==> src/dispatch_settings.svh <==
// ####################
// dispatch stage widths and sizes
// shared by the RTL and the testbench
// ####################

`ifndef DISPATCH_SETTINGS_SVH
`define DISPATCH_SETTINGS_SVH

// issue lanes
`define DISP_LANES 2

// instruction fields
`define INST_ADDR_W 32
`define INST_DATA_W 32
`define REG_ADDR_W 5
`define IMM_W 32
`define COMMIT_ID_W 3

// pipeline control bus
`define CU_BUS_W 8

`endif
==> src/dispatch_pkg.sv <==
// ####################
// dispatch stage types
// bit positions on the pipeline control bus
// ####################

package dispatch_pkg;

    // only flush and dispatch stall are decoded here
    // the remaining bits belong to other stages
    typedef enum int {
        CU_FLUSH          = 0,
        CU_STALL_DISPATCH = 2
    } cu_bit_e;

endpackage

==> src/lane_payload_if.sv <==
// ####################
// one lane's decoded instruction payload
// ####################

`timescale 1ns/1ns
`include "dispatch_settings.svh"

interface lane_payload_if;

    logic [`INST_ADDR_W-1:0] addr;
    logic                    reg_we;
    logic [`REG_ADDR_W-1:0]  reg_waddr;
    logic [`REG_ADDR_W-1:0]  reg1_raddr;
    logic [`REG_ADDR_W-1:0]  reg2_raddr;
    logic [`IMM_W-1:0]       imm;
    logic [`INST_DATA_W-1:0] inst;
    logic [`COMMIT_ID_W-1:0] commit_id;

    // driving side
    modport src (
        output addr, reg_we, reg_waddr, reg1_raddr, reg2_raddr,
        output imm, inst, commit_id
    );

    // receiving side
    modport sink (
        input addr, reg_we, reg_waddr, reg1_raddr, reg2_raddr,
        input imm, inst, commit_id
    );

endinterface

==> src/dispatch_stage.sv <==
// ####################
// dual-issue dispatch register stage
// registers two decoded lanes toward execute
// ####################

`timescale 1ns/1ns
`include "dispatch_settings.svh"

module dispatch_stage (
    input  logic                    clk,
    input  logic                    rst_n,

    // lane 0 from decode
    input  logic [`INST_ADDR_W-1:0] inst1_addr_i,
    input  logic                    inst1_reg_we_i,
    input  logic [`REG_ADDR_W-1:0]  inst1_reg_waddr_i,
    input  logic [`REG_ADDR_W-1:0]  inst1_reg1_raddr_i,
    input  logic [`REG_ADDR_W-1:0]  inst1_reg2_raddr_i,
    input  logic [`IMM_W-1:0]       inst1_imm_i,
    input  logic [`INST_DATA_W-1:0] inst1_i,
    input  logic [`COMMIT_ID_W-1:0] inst1_commit_id_i,

    // lane 1 from decode
    input  logic [`INST_ADDR_W-1:0] inst2_addr_i,
    input  logic                    inst2_reg_we_i,
    input  logic [`REG_ADDR_W-1:0]  inst2_reg_waddr_i,
    input  logic [`REG_ADDR_W-1:0]  inst2_reg1_raddr_i,
    input  logic [`REG_ADDR_W-1:0]  inst2_reg2_raddr_i,
    input  logic [`IMM_W-1:0]       inst2_imm_i,
    input  logic [`INST_DATA_W-1:0] inst2_i,
    input  logic [`COMMIT_ID_W-1:0] inst2_commit_id_i,

    // hazard and pipeline control
    input  logic [`DISP_LANES-1:0]  issue_inst_i,
    input  logic [`CU_BUS_W-1:0]    stall_flag_i,

    // lane 0 to execute
    output logic [`INST_ADDR_W-1:0] inst1_addr_o,
    output logic                    inst1_reg_we_o,
    output logic [`REG_ADDR_W-1:0]  inst1_reg_waddr_o,
    output logic [`REG_ADDR_W-1:0]  inst1_reg1_raddr_o,
    output logic [`REG_ADDR_W-1:0]  inst1_reg2_raddr_o,
    output logic [`IMM_W-1:0]       inst1_imm_o,
    output logic [`INST_DATA_W-1:0] inst1_o,
    output logic [`COMMIT_ID_W-1:0] inst1_commit_id_o,

    // lane 1 to execute
    output logic [`INST_ADDR_W-1:0] inst2_addr_o,
    output logic                    inst2_reg_we_o,
    output logic [`REG_ADDR_W-1:0]  inst2_reg_waddr_o,
    output logic [`REG_ADDR_W-1:0]  inst2_reg1_raddr_o,
    output logic [`REG_ADDR_W-1:0]  inst2_reg2_raddr_o,
    output logic [`IMM_W-1:0]       inst2_imm_o,
    output logic [`INST_DATA_W-1:0] inst2_o,
    output logic [`COMMIT_ID_W-1:0] inst2_commit_id_o
);

    logic [`DISP_LANES-1:0] lane_kill;
    logic                   load_en;

    lane_payload_if lane_in_if[`DISP_LANES] ();
    lane_payload_if lane_out_if[`DISP_LANES] ();

    // flat inputs onto the lane buses
    assign lane_in_if[0].addr       = inst1_addr_i;
    assign lane_in_if[0].reg_we     = inst1_reg_we_i;
    assign lane_in_if[0].reg_waddr  = inst1_reg_waddr_i;
    assign lane_in_if[0].reg1_raddr = inst1_reg1_raddr_i;
    assign lane_in_if[0].reg2_raddr = inst1_reg2_raddr_i;
    assign lane_in_if[0].imm        = inst1_imm_i;
    assign lane_in_if[0].inst       = inst1_i;
    assign lane_in_if[0].commit_id  = inst1_commit_id_i;

    assign lane_in_if[1].addr       = inst2_addr_i;
    assign lane_in_if[1].reg_we     = inst2_reg_we_i;
    assign lane_in_if[1].reg_waddr  = inst2_reg_waddr_i;
    assign lane_in_if[1].reg1_raddr = inst2_reg1_raddr_i;
    assign lane_in_if[1].reg2_raddr = inst2_reg2_raddr_i;
    assign lane_in_if[1].imm        = inst2_imm_i;
    assign lane_in_if[1].inst       = inst2_i;
    assign lane_in_if[1].commit_id  = inst2_commit_id_i;

    issue_ctrl u_issue_ctrl (
        .clk          (clk),
        .rst_n        (rst_n),
        .stall_flag_i (stall_flag_i),
        .issue_inst_i (issue_inst_i),
        .lane_kill_o  (lane_kill),
        .load_en_o    (load_en)
    );

    // one register bank per lane
    for (genvar g = 0; g < `DISP_LANES; g++) begin : g_lane
        lane_reg u_lane_reg (
            .clk       (clk),
            .rst_n     (rst_n),
            .kill_i    (lane_kill[g]),
            .load_en_i (load_en),
            .pay_in    (lane_in_if[g].sink),
            .pay_out   (lane_out_if[g].src)
        );
    end

    // registered lanes back onto flat outputs
    assign inst1_addr_o       = lane_out_if[0].addr;
    assign inst1_reg_we_o     = lane_out_if[0].reg_we;
    assign inst1_reg_waddr_o  = lane_out_if[0].reg_waddr;
    assign inst1_reg1_raddr_o = lane_out_if[0].reg1_raddr;
    assign inst1_reg2_raddr_o = lane_out_if[0].reg2_raddr;
    assign inst1_imm_o        = lane_out_if[0].imm;
    assign inst1_o            = lane_out_if[0].inst;
    assign inst1_commit_id_o  = lane_out_if[0].commit_id;

    assign inst2_addr_o       = lane_out_if[1].addr;
    assign inst2_reg_we_o     = lane_out_if[1].reg_we;
    assign inst2_reg_waddr_o  = lane_out_if[1].reg_waddr;
    assign inst2_reg1_raddr_o = lane_out_if[1].reg1_raddr;
    assign inst2_reg2_raddr_o = lane_out_if[1].reg2_raddr;
    assign inst2_imm_o        = lane_out_if[1].imm;
    assign inst2_o            = lane_out_if[1].inst;
    assign inst2_commit_id_o  = lane_out_if[1].commit_id;

endmodule

==> src/lane_reg.sv <==
// ####################
// lane output register bank
// loads payload or zeros, holds under stall
// ####################

`timescale 1ns/1ns
`include "dispatch_settings.svh"

module lane_reg (
    input  logic           clk,
    input  logic           rst_n,
    input  logic           kill_i,
    input  logic           load_en_i,
    lane_payload_if.sink   pay_in,
    lane_payload_if.src    pay_out
);

    logic [`INST_ADDR_W-1:0] addr_q;
    logic                    reg_we_q;
    logic [`REG_ADDR_W-1:0]  reg_waddr_q;
    logic [`REG_ADDR_W-1:0]  reg1_raddr_q;
    logic [`REG_ADDR_W-1:0]  reg2_raddr_q;
    logic [`IMM_W-1:0]       imm_q;
    logic [`INST_DATA_W-1:0] inst_q;
    logic [`COMMIT_ID_W-1:0] commit_id_q;

    // whole bank clears to a bubble on reset
    always_ff @(posedge clk or negedge rst_n) begin
        if (!rst_n) begin
            addr_q       <= '0;
            reg_we_q     <= 1'b0;
            reg_waddr_q  <= '0;
            reg1_raddr_q <= '0;
            reg2_raddr_q <= '0;
            imm_q        <= '0;
            inst_q       <= '0;
            commit_id_q  <= '0;
        end else if (load_en_i) begin
            // killed lane becomes a bubble
            addr_q       <= kill_i ? '0   : pay_in.addr;
            reg_we_q     <= kill_i ? 1'b0 : pay_in.reg_we;
            reg_waddr_q  <= kill_i ? '0   : pay_in.reg_waddr;
            reg1_raddr_q <= kill_i ? '0   : pay_in.reg1_raddr;
            reg2_raddr_q <= kill_i ? '0   : pay_in.reg2_raddr;
            imm_q        <= kill_i ? '0   : pay_in.imm;
            inst_q       <= kill_i ? '0   : pay_in.inst;
            commit_id_q  <= kill_i ? '0   : pay_in.commit_id;
        end
    end

    assign pay_out.addr       = addr_q;
    assign pay_out.reg_we     = reg_we_q;
    assign pay_out.reg_waddr  = reg_waddr_q;
    assign pay_out.reg1_raddr = reg1_raddr_q;
    assign pay_out.reg2_raddr = reg2_raddr_q;
    assign pay_out.imm        = imm_q;
    assign pay_out.inst       = inst_q;
    assign pay_out.commit_id  = commit_id_q;

    // a killed lane never reaches execute with a register write
    a_kill_no_write : assert property (
        @(posedge clk) disable iff (!rst_n)
        (kill_i && load_en_i) |=> !pay_out.reg_we
    );

endmodule

==> src/issue_ctrl.sv <==
// ####################
// dispatch issue controller
// decodes flush and stall, tracks which lanes
// have issued and derives per-lane kill
// ####################

`timescale 1ns/1ns
`include "dispatch_settings.svh"

module issue_ctrl (
    input  logic                   clk,
    input  logic                   rst_n,
    input  logic [`CU_BUS_W-1:0]   stall_flag_i,
    input  logic [`DISP_LANES-1:0] issue_inst_i,
    output logic [`DISP_LANES-1:0] lane_kill_o,
    output logic                   load_en_o
);
    import dispatch_pkg::*;

    logic                   flush;
    logic                   stall;
    logic [`DISP_LANES-1:0] issued_q;

    // control bus decode
    assign flush = stall_flag_i[CU_FLUSH];
    assign stall = stall_flag_i[CU_STALL_DISPATCH];

    // issued flags
    // flush wins over stall so a flushed lane re-arms even while frozen
    always_ff @(posedge clk or negedge rst_n) begin
        if (!rst_n) begin
            issued_q <= '0;
        end else if (flush) begin
            issued_q <= '0;
        end else if (!stall) begin
            issued_q <= issued_q | issue_inst_i;
        end
    end

    // a lane passes its payload only once per flush window
    assign lane_kill_o = {`DISP_LANES{flush}} | ~issue_inst_i | issued_q;

    // all lane banks share one enable
    assign load_en_o = ~stall;

    // flush leaves every lane re-armed on the following cycle
    a_flush_clears_issued : assert property (
        @(posedge clk) disable iff (!rst_n)
        flush |=> (issued_q == '0)
    );

    // a lane that passes its payload is marked issued at that edge
    a_pass_marks_issued : assert property (
        @(posedge clk) disable iff (!rst_n)
        load_en_o |=> ((issued_q & ~$past(lane_kill_o)) == ~$past(lane_kill_o))
    );

endmodule

==> config.mk <==
export PLATFORM = sky130hd
export DESIGN_NAME = dispatch_stage
export DESIGN_NICKNAME = d
export VERILOG_FILES = /design/src/dispatch_pkg.sv /design/src/lane_payload_if.sv /design/src/dispatch_stage.sv /design/src/lane_reg.sv /design/src/issue_ctrl.sv
export VERILOG_INCLUDE_DIRS = /design/src /design/src/src
export SDC_FILE = /design/constraint.sdc
export NUM_CORES = 1
export LEC_CHECK = 0
export ABC_AREA = 1
export BUFFER_PORTS_ARGS = -buffer_cell sky130_fd_sc_hd__buf_4
export CORE_AREA = 2 2 186 188
export DETAILED_ROUTE_END_ITERATION = 10
export DIE_AREA = 0 0 188 190
export GPL_TIMING_DRIVEN = 0
export HOLD_SLACK_MARGIN = 0.03
export PLACE_DENSITY = 0.6
export SYNTH_ARGS = -nofsm -noshare
export SYNTH_HDL_FRONTEND = slang
export SYNTH_SLANG_ARGS = --single-unit
==> constraint.sdc <==
create_clock -name clk -period 1.1 [get_ports clk]
set_input_delay 0.055 -clock clk [delete_from_list [all_inputs] [get_ports clk]]
set_output_delay 0.055 -clock clk [all_outputs]
set_load 0.005 [all_outputs]
==> impl_results.md, run 1 <==
- Post-Syn Nets: ~1700
- Hold_ws: -0.0645 ns
- Final Skew: 0.00849 ns
- Fillers: ~2700
- Row count: 68
- DR vias/cell: ~4.6
- RSZ-0062 raised after global routing: true
- Cell taking the most area after synthesis: dfrtp_1
- Post-synth cell types: 13
- Slowest stage delay, CP: ~0.46 ns
- Multi-input gate area: approximately 4200 um2
- H-Tree Depth: 1
- Chip width: 188 um
- Vias: about 13000
- Final WS setup: -0.103 ns
- Post-synthesis sequential area ratio: a little over half
- CP arrival: approximately 1.2 ns
- Placed insts: roughly 2400
- Sum of buffers and inverters on the critical path: 1
- Detailed Routing Iterations Pass 1: 5
- Placed Area: approximately 15000 um2
- Status: finished, violations left
- Initial drt markers: 721
- Synth Area in XOR/XNOR: 0%
- DRC: 0
- Syn Inst Count: between 1000 and 1500
- GPL Wtd Cong: between 0.8 and 0.9
- Final WL: 47.4 mm
- Crit path kind: flop to primary output
- WL per Instance: 16.7 um
- Post-synth top area share: roughly 53%
- P&R area growth vs syn: 91.9%
- Detail Route Antenna Nets: 0
- Hold Fails Final Rpt: 15
- Slew Viols, Final: 0
- Setup violators final: 215
- Global-route met2 utilization: approximately 44%
- CP cell instances: buf_6
- Die area: between 30000 and 40000 um2
- Worst endpoint required time: 1.04 ns
- CP Max Fanout: 2
- Slowest CP cell: dfrtp_1
- FF+latch count, synth: roughly 230
- Vias in the first global route: between 10000 and 15000
- Maximum buffer depth of the clock tree: 3
- Die Span Y: between 150 and 200 um
- Avg Cell Area, Syn: 7.36 um2
- Slew @ Worst Pin: between 0.7 and 0.8 ns
- Max_slew headroom: a little over half
- Power Density: between 1000 and 1500 nW/um2
- Max_cap viols: 0
- Fin crit period: between 1 and 1.5 ns
- Top delay family on crit path: flip-flops
- DP Wirelength: just under 30 mm
- CTS Buf Count: 27
- First-pass GRT wire length: 69.9 mm
- GR Util All Layers: about a quarter
- Count leader, synth: nand2_1
- Post-Syn Area: between 10000 and 15000 um2
- CTS sink count: around 230
- Cts hold-fix bufs: around 230
- CTS root buf: clkbuf_16
- YS warnings: 0
- Grt peak-use layer: met2
- Post-synth EDFFs: 0
- Static leakage: 12.0 nW
- Most area-consuming cells after synthesis: dfrtp_1 (53%), nand2_1 (16%), nand3_1 (10%)
- Clock slew at reported path FFs: approximately 0.06 ns
- Most instantiated cells after synthesis: nand2_1 (460), inv_1 (233), dfrtp_1 (232), nor2_1 (232), nand3_1 (230)
- GRT overflow: 0
- TritonCTS clock tree: yes
- Post-Synth Simple-Gate Area: between 30% and 40%
- Asr flop ratio synth: between 90% and 100%
- Final instance area: 21100 um2
- Worst setup SP type: flop
- VDD IR max: approximately 950 uV
- Synth Area in Compound Gates: less than 1%
- Largest family of logic cells by synthesized area: simple AND/OR/NAND/NOR gates
- Max Freq: 0.831 GHz
- Post-synthesis mux area share: 0%
- Finished Layout Cells: 2837
- Fin crit share: 109%
- Synth Flop Type: dfrtp_1
- Top-Level Pins: between 400 and 500
- Grt met3 use: 6.49%
- Layout cell share with drive strength beyond 1: a little over a third
- GR Util met1: ~28%
- Failing checks: negative hold slack, negative setup slack
- FF/Latch Area: approximately 5800 um2
- Port Buffers: approximately 460
- Final net count: approximately 2600
- Synth Area in Adders: 0%
- Worst Hold Class: input port to asynchronous set/reset pin
- Initial Utilization: 32.4%
- Clock insertion delay at the later pin of the skew report: roughly 0.53 ns
- CP Capture Type: primary output
- Initial antenna violation count: 1
- Core area: approximately 34000 um2
- Largest net degree at the start of global routing: 111
[path summary, 6_finish.rpt]
kind / from / endpoint / slack [ns] / depth (start not counted)
max: g_lane[0].u_lane_reg.pay_out.imm[26]$_DFFE_PN0N_ / inst1_imm_o[26] / -0.10 / 1
min: rst_n / g_lane[0].u_lane_reg.pay_out.inst[3]$_DFFE_PN0N_ / -0.06 / 2
max reg2reg: u_issue_ctrl.issued_q[0]$_DFFE_PN0P_ / g_lane[0].u_lane_reg.pay_out.imm[26]$_DFFE_PN0N_ / -0.08 / 6
min reg2reg: g_lane[1].u_lane_reg.pay_out.imm[4]$_DFFE_PN0N_ / g_lane[1].u_lane_reg.pay_out.imm[4]$_DFFE_PN0N_ / 0.49 / 2
max in group asynchronous: rst_n / g_lane[0].u_lane_reg.pay_out.commit_id[0]$_DFFE_PN0N_ / 0.29 / 3
min in group clk: stall_flag_i[0] / g_lane[1].u_lane_reg.pay_out.reg1_raddr[4]$_DFFE_PN0N_ / 0.15 / 5
[where the power goes]
group / internal, mW / leakage (nW) / switching [mW]
Clock: 5.82 / 0.468 / 3.73
Sequential: 8.99 / 3.14 / 0.367
Combinational: 2.96 / 8.42 / 2.29
[worst register-to-register path, cell delays in order, from the launching register on]
cell and delay [ns]:
dfrtp_1 0.40, nor2_4 0.11, buf_12 0.15, buf_12 0.17, buf_8 0.14, nand3_2 0.07
nand2_2 0.08
[registers in the layout (all words and copies together) (netlist names)]
register	count
g_lane.u_lane_reg.pay_out.addr	64
g_lane.u_lane_reg.pay_out.imm	64
g_lane.u_lane_reg.pay_out.inst	64
g_lane.u_lane_reg.pay_out.reg1_raddr	10
g_lane.u_lane_reg.pay_out.reg2_raddr	10
g_lane.u_lane_reg.pay_out.reg_waddr	10
g_lane.u_lane_reg.pay_out.commit_id	6
g_lane.u_lane_reg.pay_out.reg_we	2
u_issue_ctrl.issued_q	2
[placed cells by master (no fill, tap or decap)]
cell and count:
nand3_2 75, nand3_1 153, clkinv_2 8, buf_16 3, nor2_1 232, dlygate4sd3_1 234
nor2_4 2, buf_2 72, dfrtp_1 232, buf_12 4, bufinv_16 4, nand3_4 2
diode_2 1, buf_8 21, clkbuf_8 6, a21oi_1 2, inv_1 233, buf_6 241
inv_2 1, clkbuf_1 7, nand2_2 11, buf_4 358, nand2_1 449, clkbuf_16 31
[routing by layer]
layer / vias up / routed length (um) / part of all wire (%)
li1: 6169 / - / -
met1: 6132 / 17800 / 38
met2: 612 / 23700 / 50
met3: 143 / 3870 / 8.2
met4: 0 / 2020 / 4.3
met5: - / 0 / 0
[through the flow]
step / setup TNS (ns) / setup WS, ns / hold slack, ns / power, mW / util, %
global route: -21.73 / -0.124 / -0.0768 / 25.1 / 62.1
global placement: -493.12 / -1.98 / 0.264 / 12.8 / 44.3
floorplan: 0 / 0.0704 / -0.241 / 10.7 / -
finish: -3.99 / -0.103 / -0.0645 / 24.2 / 62.1
detailed placement: -43.11 / -0.289 / -0.108 / 12.8 / 44.5
CTS: -8.57 / -0.0877 / -0.0781 / 23.9 / 59.6
[area by class of cell]
| cell class | instances | area share [%] |
|---|---|---|
| diodes | 1 | 0.0119 |
| plain buffers | 99 | 3.36 |
| clock buffers | 37 | 3.67 |
| clock inverters | 12 | 0.759 |
| inverters | 234 | 4.16 |
| multi-input cells | 926 | 20.0 |
| flip-flops and latches | 232 | 27.5 |
| well taps | 455 | 2.70 |
| repair buffers | 841 | 37.9 |
[logic make-up (layout without fill, tap and decap cells)]
kind of cell           Yosys count  count (layout)
AO/OA/AOI/OAI                    2               2
AND/OR/NAND/NOR                924             924
buffers and inverters          334            1223
other                            0               1
flip-flops                     232             232
[what timing repair did]
item	in CTS	in global routing
setup endpoints to repair	460	423
cloned	8	4
gates resized for setup	340	63
pin swaps	44	72
hold endpoints to repair	464	15
setup buffers	66	63
No activity file was read; power rests on OpenSTA's default activity.
==> inputs of run 2 (changes only) <==
--- a/config.mk
+++ b/config.mk
@@ -6,14 +6,13 @@
 export SDC_FILE = /design/constraint.sdc
 export NUM_CORES = 1
 export LEC_CHECK = 0
-export ABC_AREA = 1
 export BUFFER_PORTS_ARGS = -buffer_cell sky130_fd_sc_hd__buf_4
-export CORE_AREA = 2 2 186 188
+export CORE_AREA = 2 2 184 186
 export DETAILED_ROUTE_END_ITERATION = 10
-export DIE_AREA = 0 0 188 190
+export DIE_AREA = 0 0 186 188
 export GPL_TIMING_DRIVEN = 0
 export HOLD_SLACK_MARGIN = 0.03
-export PLACE_DENSITY = 0.6
+export PLACE_DENSITY = 0.58
 export SYNTH_ARGS = -nofsm -noshare
 export SYNTH_HDL_FRONTEND = slang
 export SYNTH_SLANG_ARGS = --single-unit
==> run 2 against run 1 <==
Effect of this change:
- the run still ends with negative hold slack, negative setup slack left
- critical path type is now flop to flop
- largest power group is now registers
- synthesized cell count is 33% lower
- combinational power shrank 12%
- first-iteration DRC count is 54% lower
- clock power down 5.2%
- hold slack improved by 0.022 ns
- die area is 2.1% lower
- count of clock-buffer cells in the layout grew 2
- critical path depth is 4 higher
==> impl_results.md, run 2 <==
- Crit path launch: u_issue_ctrl.issued_q[0]$_DFFE_PN0P_
- Failing checks: negative hold slack, negative setup slack
- Vias in the first global route: roughly 10000
- Clock insertion delay at the later pin of the skew report: between 0.5 and 0.6 ns
- Static leakage: approximately 9.3 nW
- Final WL: 40.4 mm
- Layout cell share with drive strength beyond 1: between 40% and 50%
- P&R area growth vs syn: 92.0%
- Clock slew at reported path FFs: about 0.060 ns
- RSZ-0062 raised after global routing: true
- Die Span Y: between 150 and 200 um
- GPL Wtd Cong: around 0.77
- Avg Cell Area, Syn: approximately 10 um2
- First-pass GRT wire length: approximately 58 mm
- Total power: between 20 and 25 mW
- Most instantiated cells after synthesis: dfrtp_1 (232), nand2b_1 (232), nand2_1 (230), o21ai_0 (130), o21ai_2 (100)
- Cts hold-fix bufs: roughly 240
- CTS root buf: clkbuf_16
- Synth Flop Type: dfrtp_1
- Reg2Reg Depth: 5
- Fin Setup TNS: -59.63 ns
- GRT overflow: 0
- DRC: 0
- Most area-consuming cells after synthesis: dfrtp_1 (57%), nand2b_1 (14%), o21ai_2 (8.6%)
- DP Wirelength: between 20 and 30 mm
- Worst Hold Class: input port to asynchronous set/reset pin
- FF+latch count, synth: around 230
- Most common cell after layout, fill and taps aside: buf_4
- Initial antenna violation count: 2
- Maximum buffer depth of the clock tree: 3
- Worst endpoint required time: 1.56 ns
- H-Tree Depth: 1
- Worst setup SP type: flop
- Vias: a little over 10000
- DR vias/cell: 4.47
- CP arrival: approximately 1.9 ns
- RR Startpoint: u_issue_ctrl.issued_q[0]$_DFFE_PN0P_
- Detailed Routing Iterations Pass 1: 4
- Post-synth top area share: 57.0%
- Final Skew: approximately 0.0080 ns
- Die area: ~35000 um2
- Max_cap viols: 0
- Status: finished, violations left
- Placed Area: around 14000 um2
- Slew @ Worst Pin: a little over 0.9 ns
- Largest net degree at the start of global routing: 106
- Slew Viols, Final: 0
- Post-synthesis sequential area ratio: 57.0%
- Crit path kind: flop to flop
- Setup violators final: between 300 and 400
- Initial drt markers: between 300 and 400
- Hold_ws: -0.0425 ns
- Post-synth cell types: 12
- Final net count: between 2000 and 2500
- Row count: 67
- YS warnings: 0
- Cell taking the most area after synthesis: dfrtp_1
- CP Capture Type: flop
- Asr flop ratio synth: 100%
- Power Density: around 1200 nW/um2
- Top-Level Pins: 472
- Chip width: 186 um
- CTS Buf Count: 27
- CP Max Fanout: 8
- Hold Fails Final Rpt: 23
- Detail Route Antenna Nets: 0
- Final WS setup: -0.338 ns
- Max Freq: around 0.7 GHz
- GR Util All Layers: a little over a fifth
- Final instance area: between 15000 and 20000 um2
- Post-Syn Area: slightly above 10000 um2
- Port Buffers: approximately 460
- Post-Syn Nets: 1249
- Post-synth EDFFs: 0
- Syn Inst Count: 1007
- CTS sink count: about 230
- Fin crit share: 131%
- Fin crit period: 1.44 ns
- Finished Layout Cells: 2300
- WL per Instance: roughly 18 um
- Placed insts: roughly 1900
- Commonest non-fill, non-tap cells in the layout: buf_4 (330), dlygate4sd3_1 (239), nand2b_1 (232), dfrtp_1 (232), nand2_1 (230)
- R2R Setup Slk: -0.34 ns
- TritonCTS clock tree: yes
- VDD IR max: between 900 and 1000 uV
- Initial Utilization: between 30% and 40%
- Max_slew headroom: 39.0%
- Core area: around 33000 um2
-- run 2: final timing paths --
path / endpoint
worst min register to register: g_lane[1].u_lane_reg.pay_out.inst[6]$_DFFE_PN0N_
worst min-delay path: g_lane[1].u_lane_reg.pay_out.imm[9]$_DFFE_PN0N_
worst max-delay path: g_lane[0].u_lane_reg.pay_out.imm[10]$_DFFE_PN0N_
max in group asynchronous: g_lane[0].u_lane_reg.pay_out.reg_waddr[2]$_DFFE_PN0N_
min in group clk: g_lane[1].u_lane_reg.pay_out.reg2_raddr[2]$_DFFE_PN0N_
worst max register to register: g_lane[0].u_lane_reg.pay_out.imm[10]$_DFFE_PN0N_
-- run 2: worst max-delay path: stages, from the launching register on --
cell and delay (ns):
dfrtp_1 0.38, or3b_4 0.38, buf_12 0.16, buf_12 0.16
clkbuf_16 0.16, o21ai_2 0.12
-- run 2: final cells by class --
type	instances	area, um2
Clock buffer	39	791
Sequential cell	232	5810
Clock inverter	6	83.8
Multi-Input combinational cell	696	4120
Tap cell	448	561
Inverter	2	7.51
Fill cell	2682	13600
Buffer	77	598
Timing Repair Buffer	798	7590
Antenna cell	2	5.00
-- run 2: repair_timing --
| item | in CTS | in global routing |
|---|---|---|
| setup buffers | 0 | 88 |
| endpoints found under the hold margin | 464 | 23 |
| gates cloned | 3 | 2 |
| resized for setup | 90 | 366 |
| endpoints found under the setup margin | 460 | 460 |
| pin swaps | 4 | 5 |
-- run 2: through the flow --
| stage | worst slack [ns] | utilization [%] | hold slack [ns] |
|---|---|---|---|
| after global routing | -0.390 | 59.1 | -0.0509 |
| after detailed placement | -0.493 | 43.2 | -0.0786 |
| final | -0.338 | 59.1 | -0.0425 |
| after global placement | -2.05 | 43.0 | 0.253 |
| after CTS | -0.305 | 53.5 | -0.0674 |
| after floorplan | -0.204 | - | -0.241 |
-- run 2: power breakdown --
group          internal [mW]  switching, mW
clock network           5.40           3.65
registers               8.98          0.352
logic                   2.78           1.82
-- run 2: logic make-up (layout without fill, tap and decap cells) --
logic type / after synthesis / after routing / share of synthesized area, %
buffers and inverters: 79 / 922 / 5.01
AOI/OAI and AO/OA: 232 / 232 / 15.1
other: 0 / 2 / 0
DFF: 232 / 232 / 57.0
and+or+nand+nor: 464 / 464 / 22.9
-- run 2: layer usage --
layer / share of wire [%] / track usage [%] / wire (um)
met4: 3.6 / 7.15 / 1470
met5: 0 / 0 / 0
met2: 51 / 36.9 / 20500
met1: 37 / 24.9 / 15000
met3: 8.4 / 5.81 / 3380
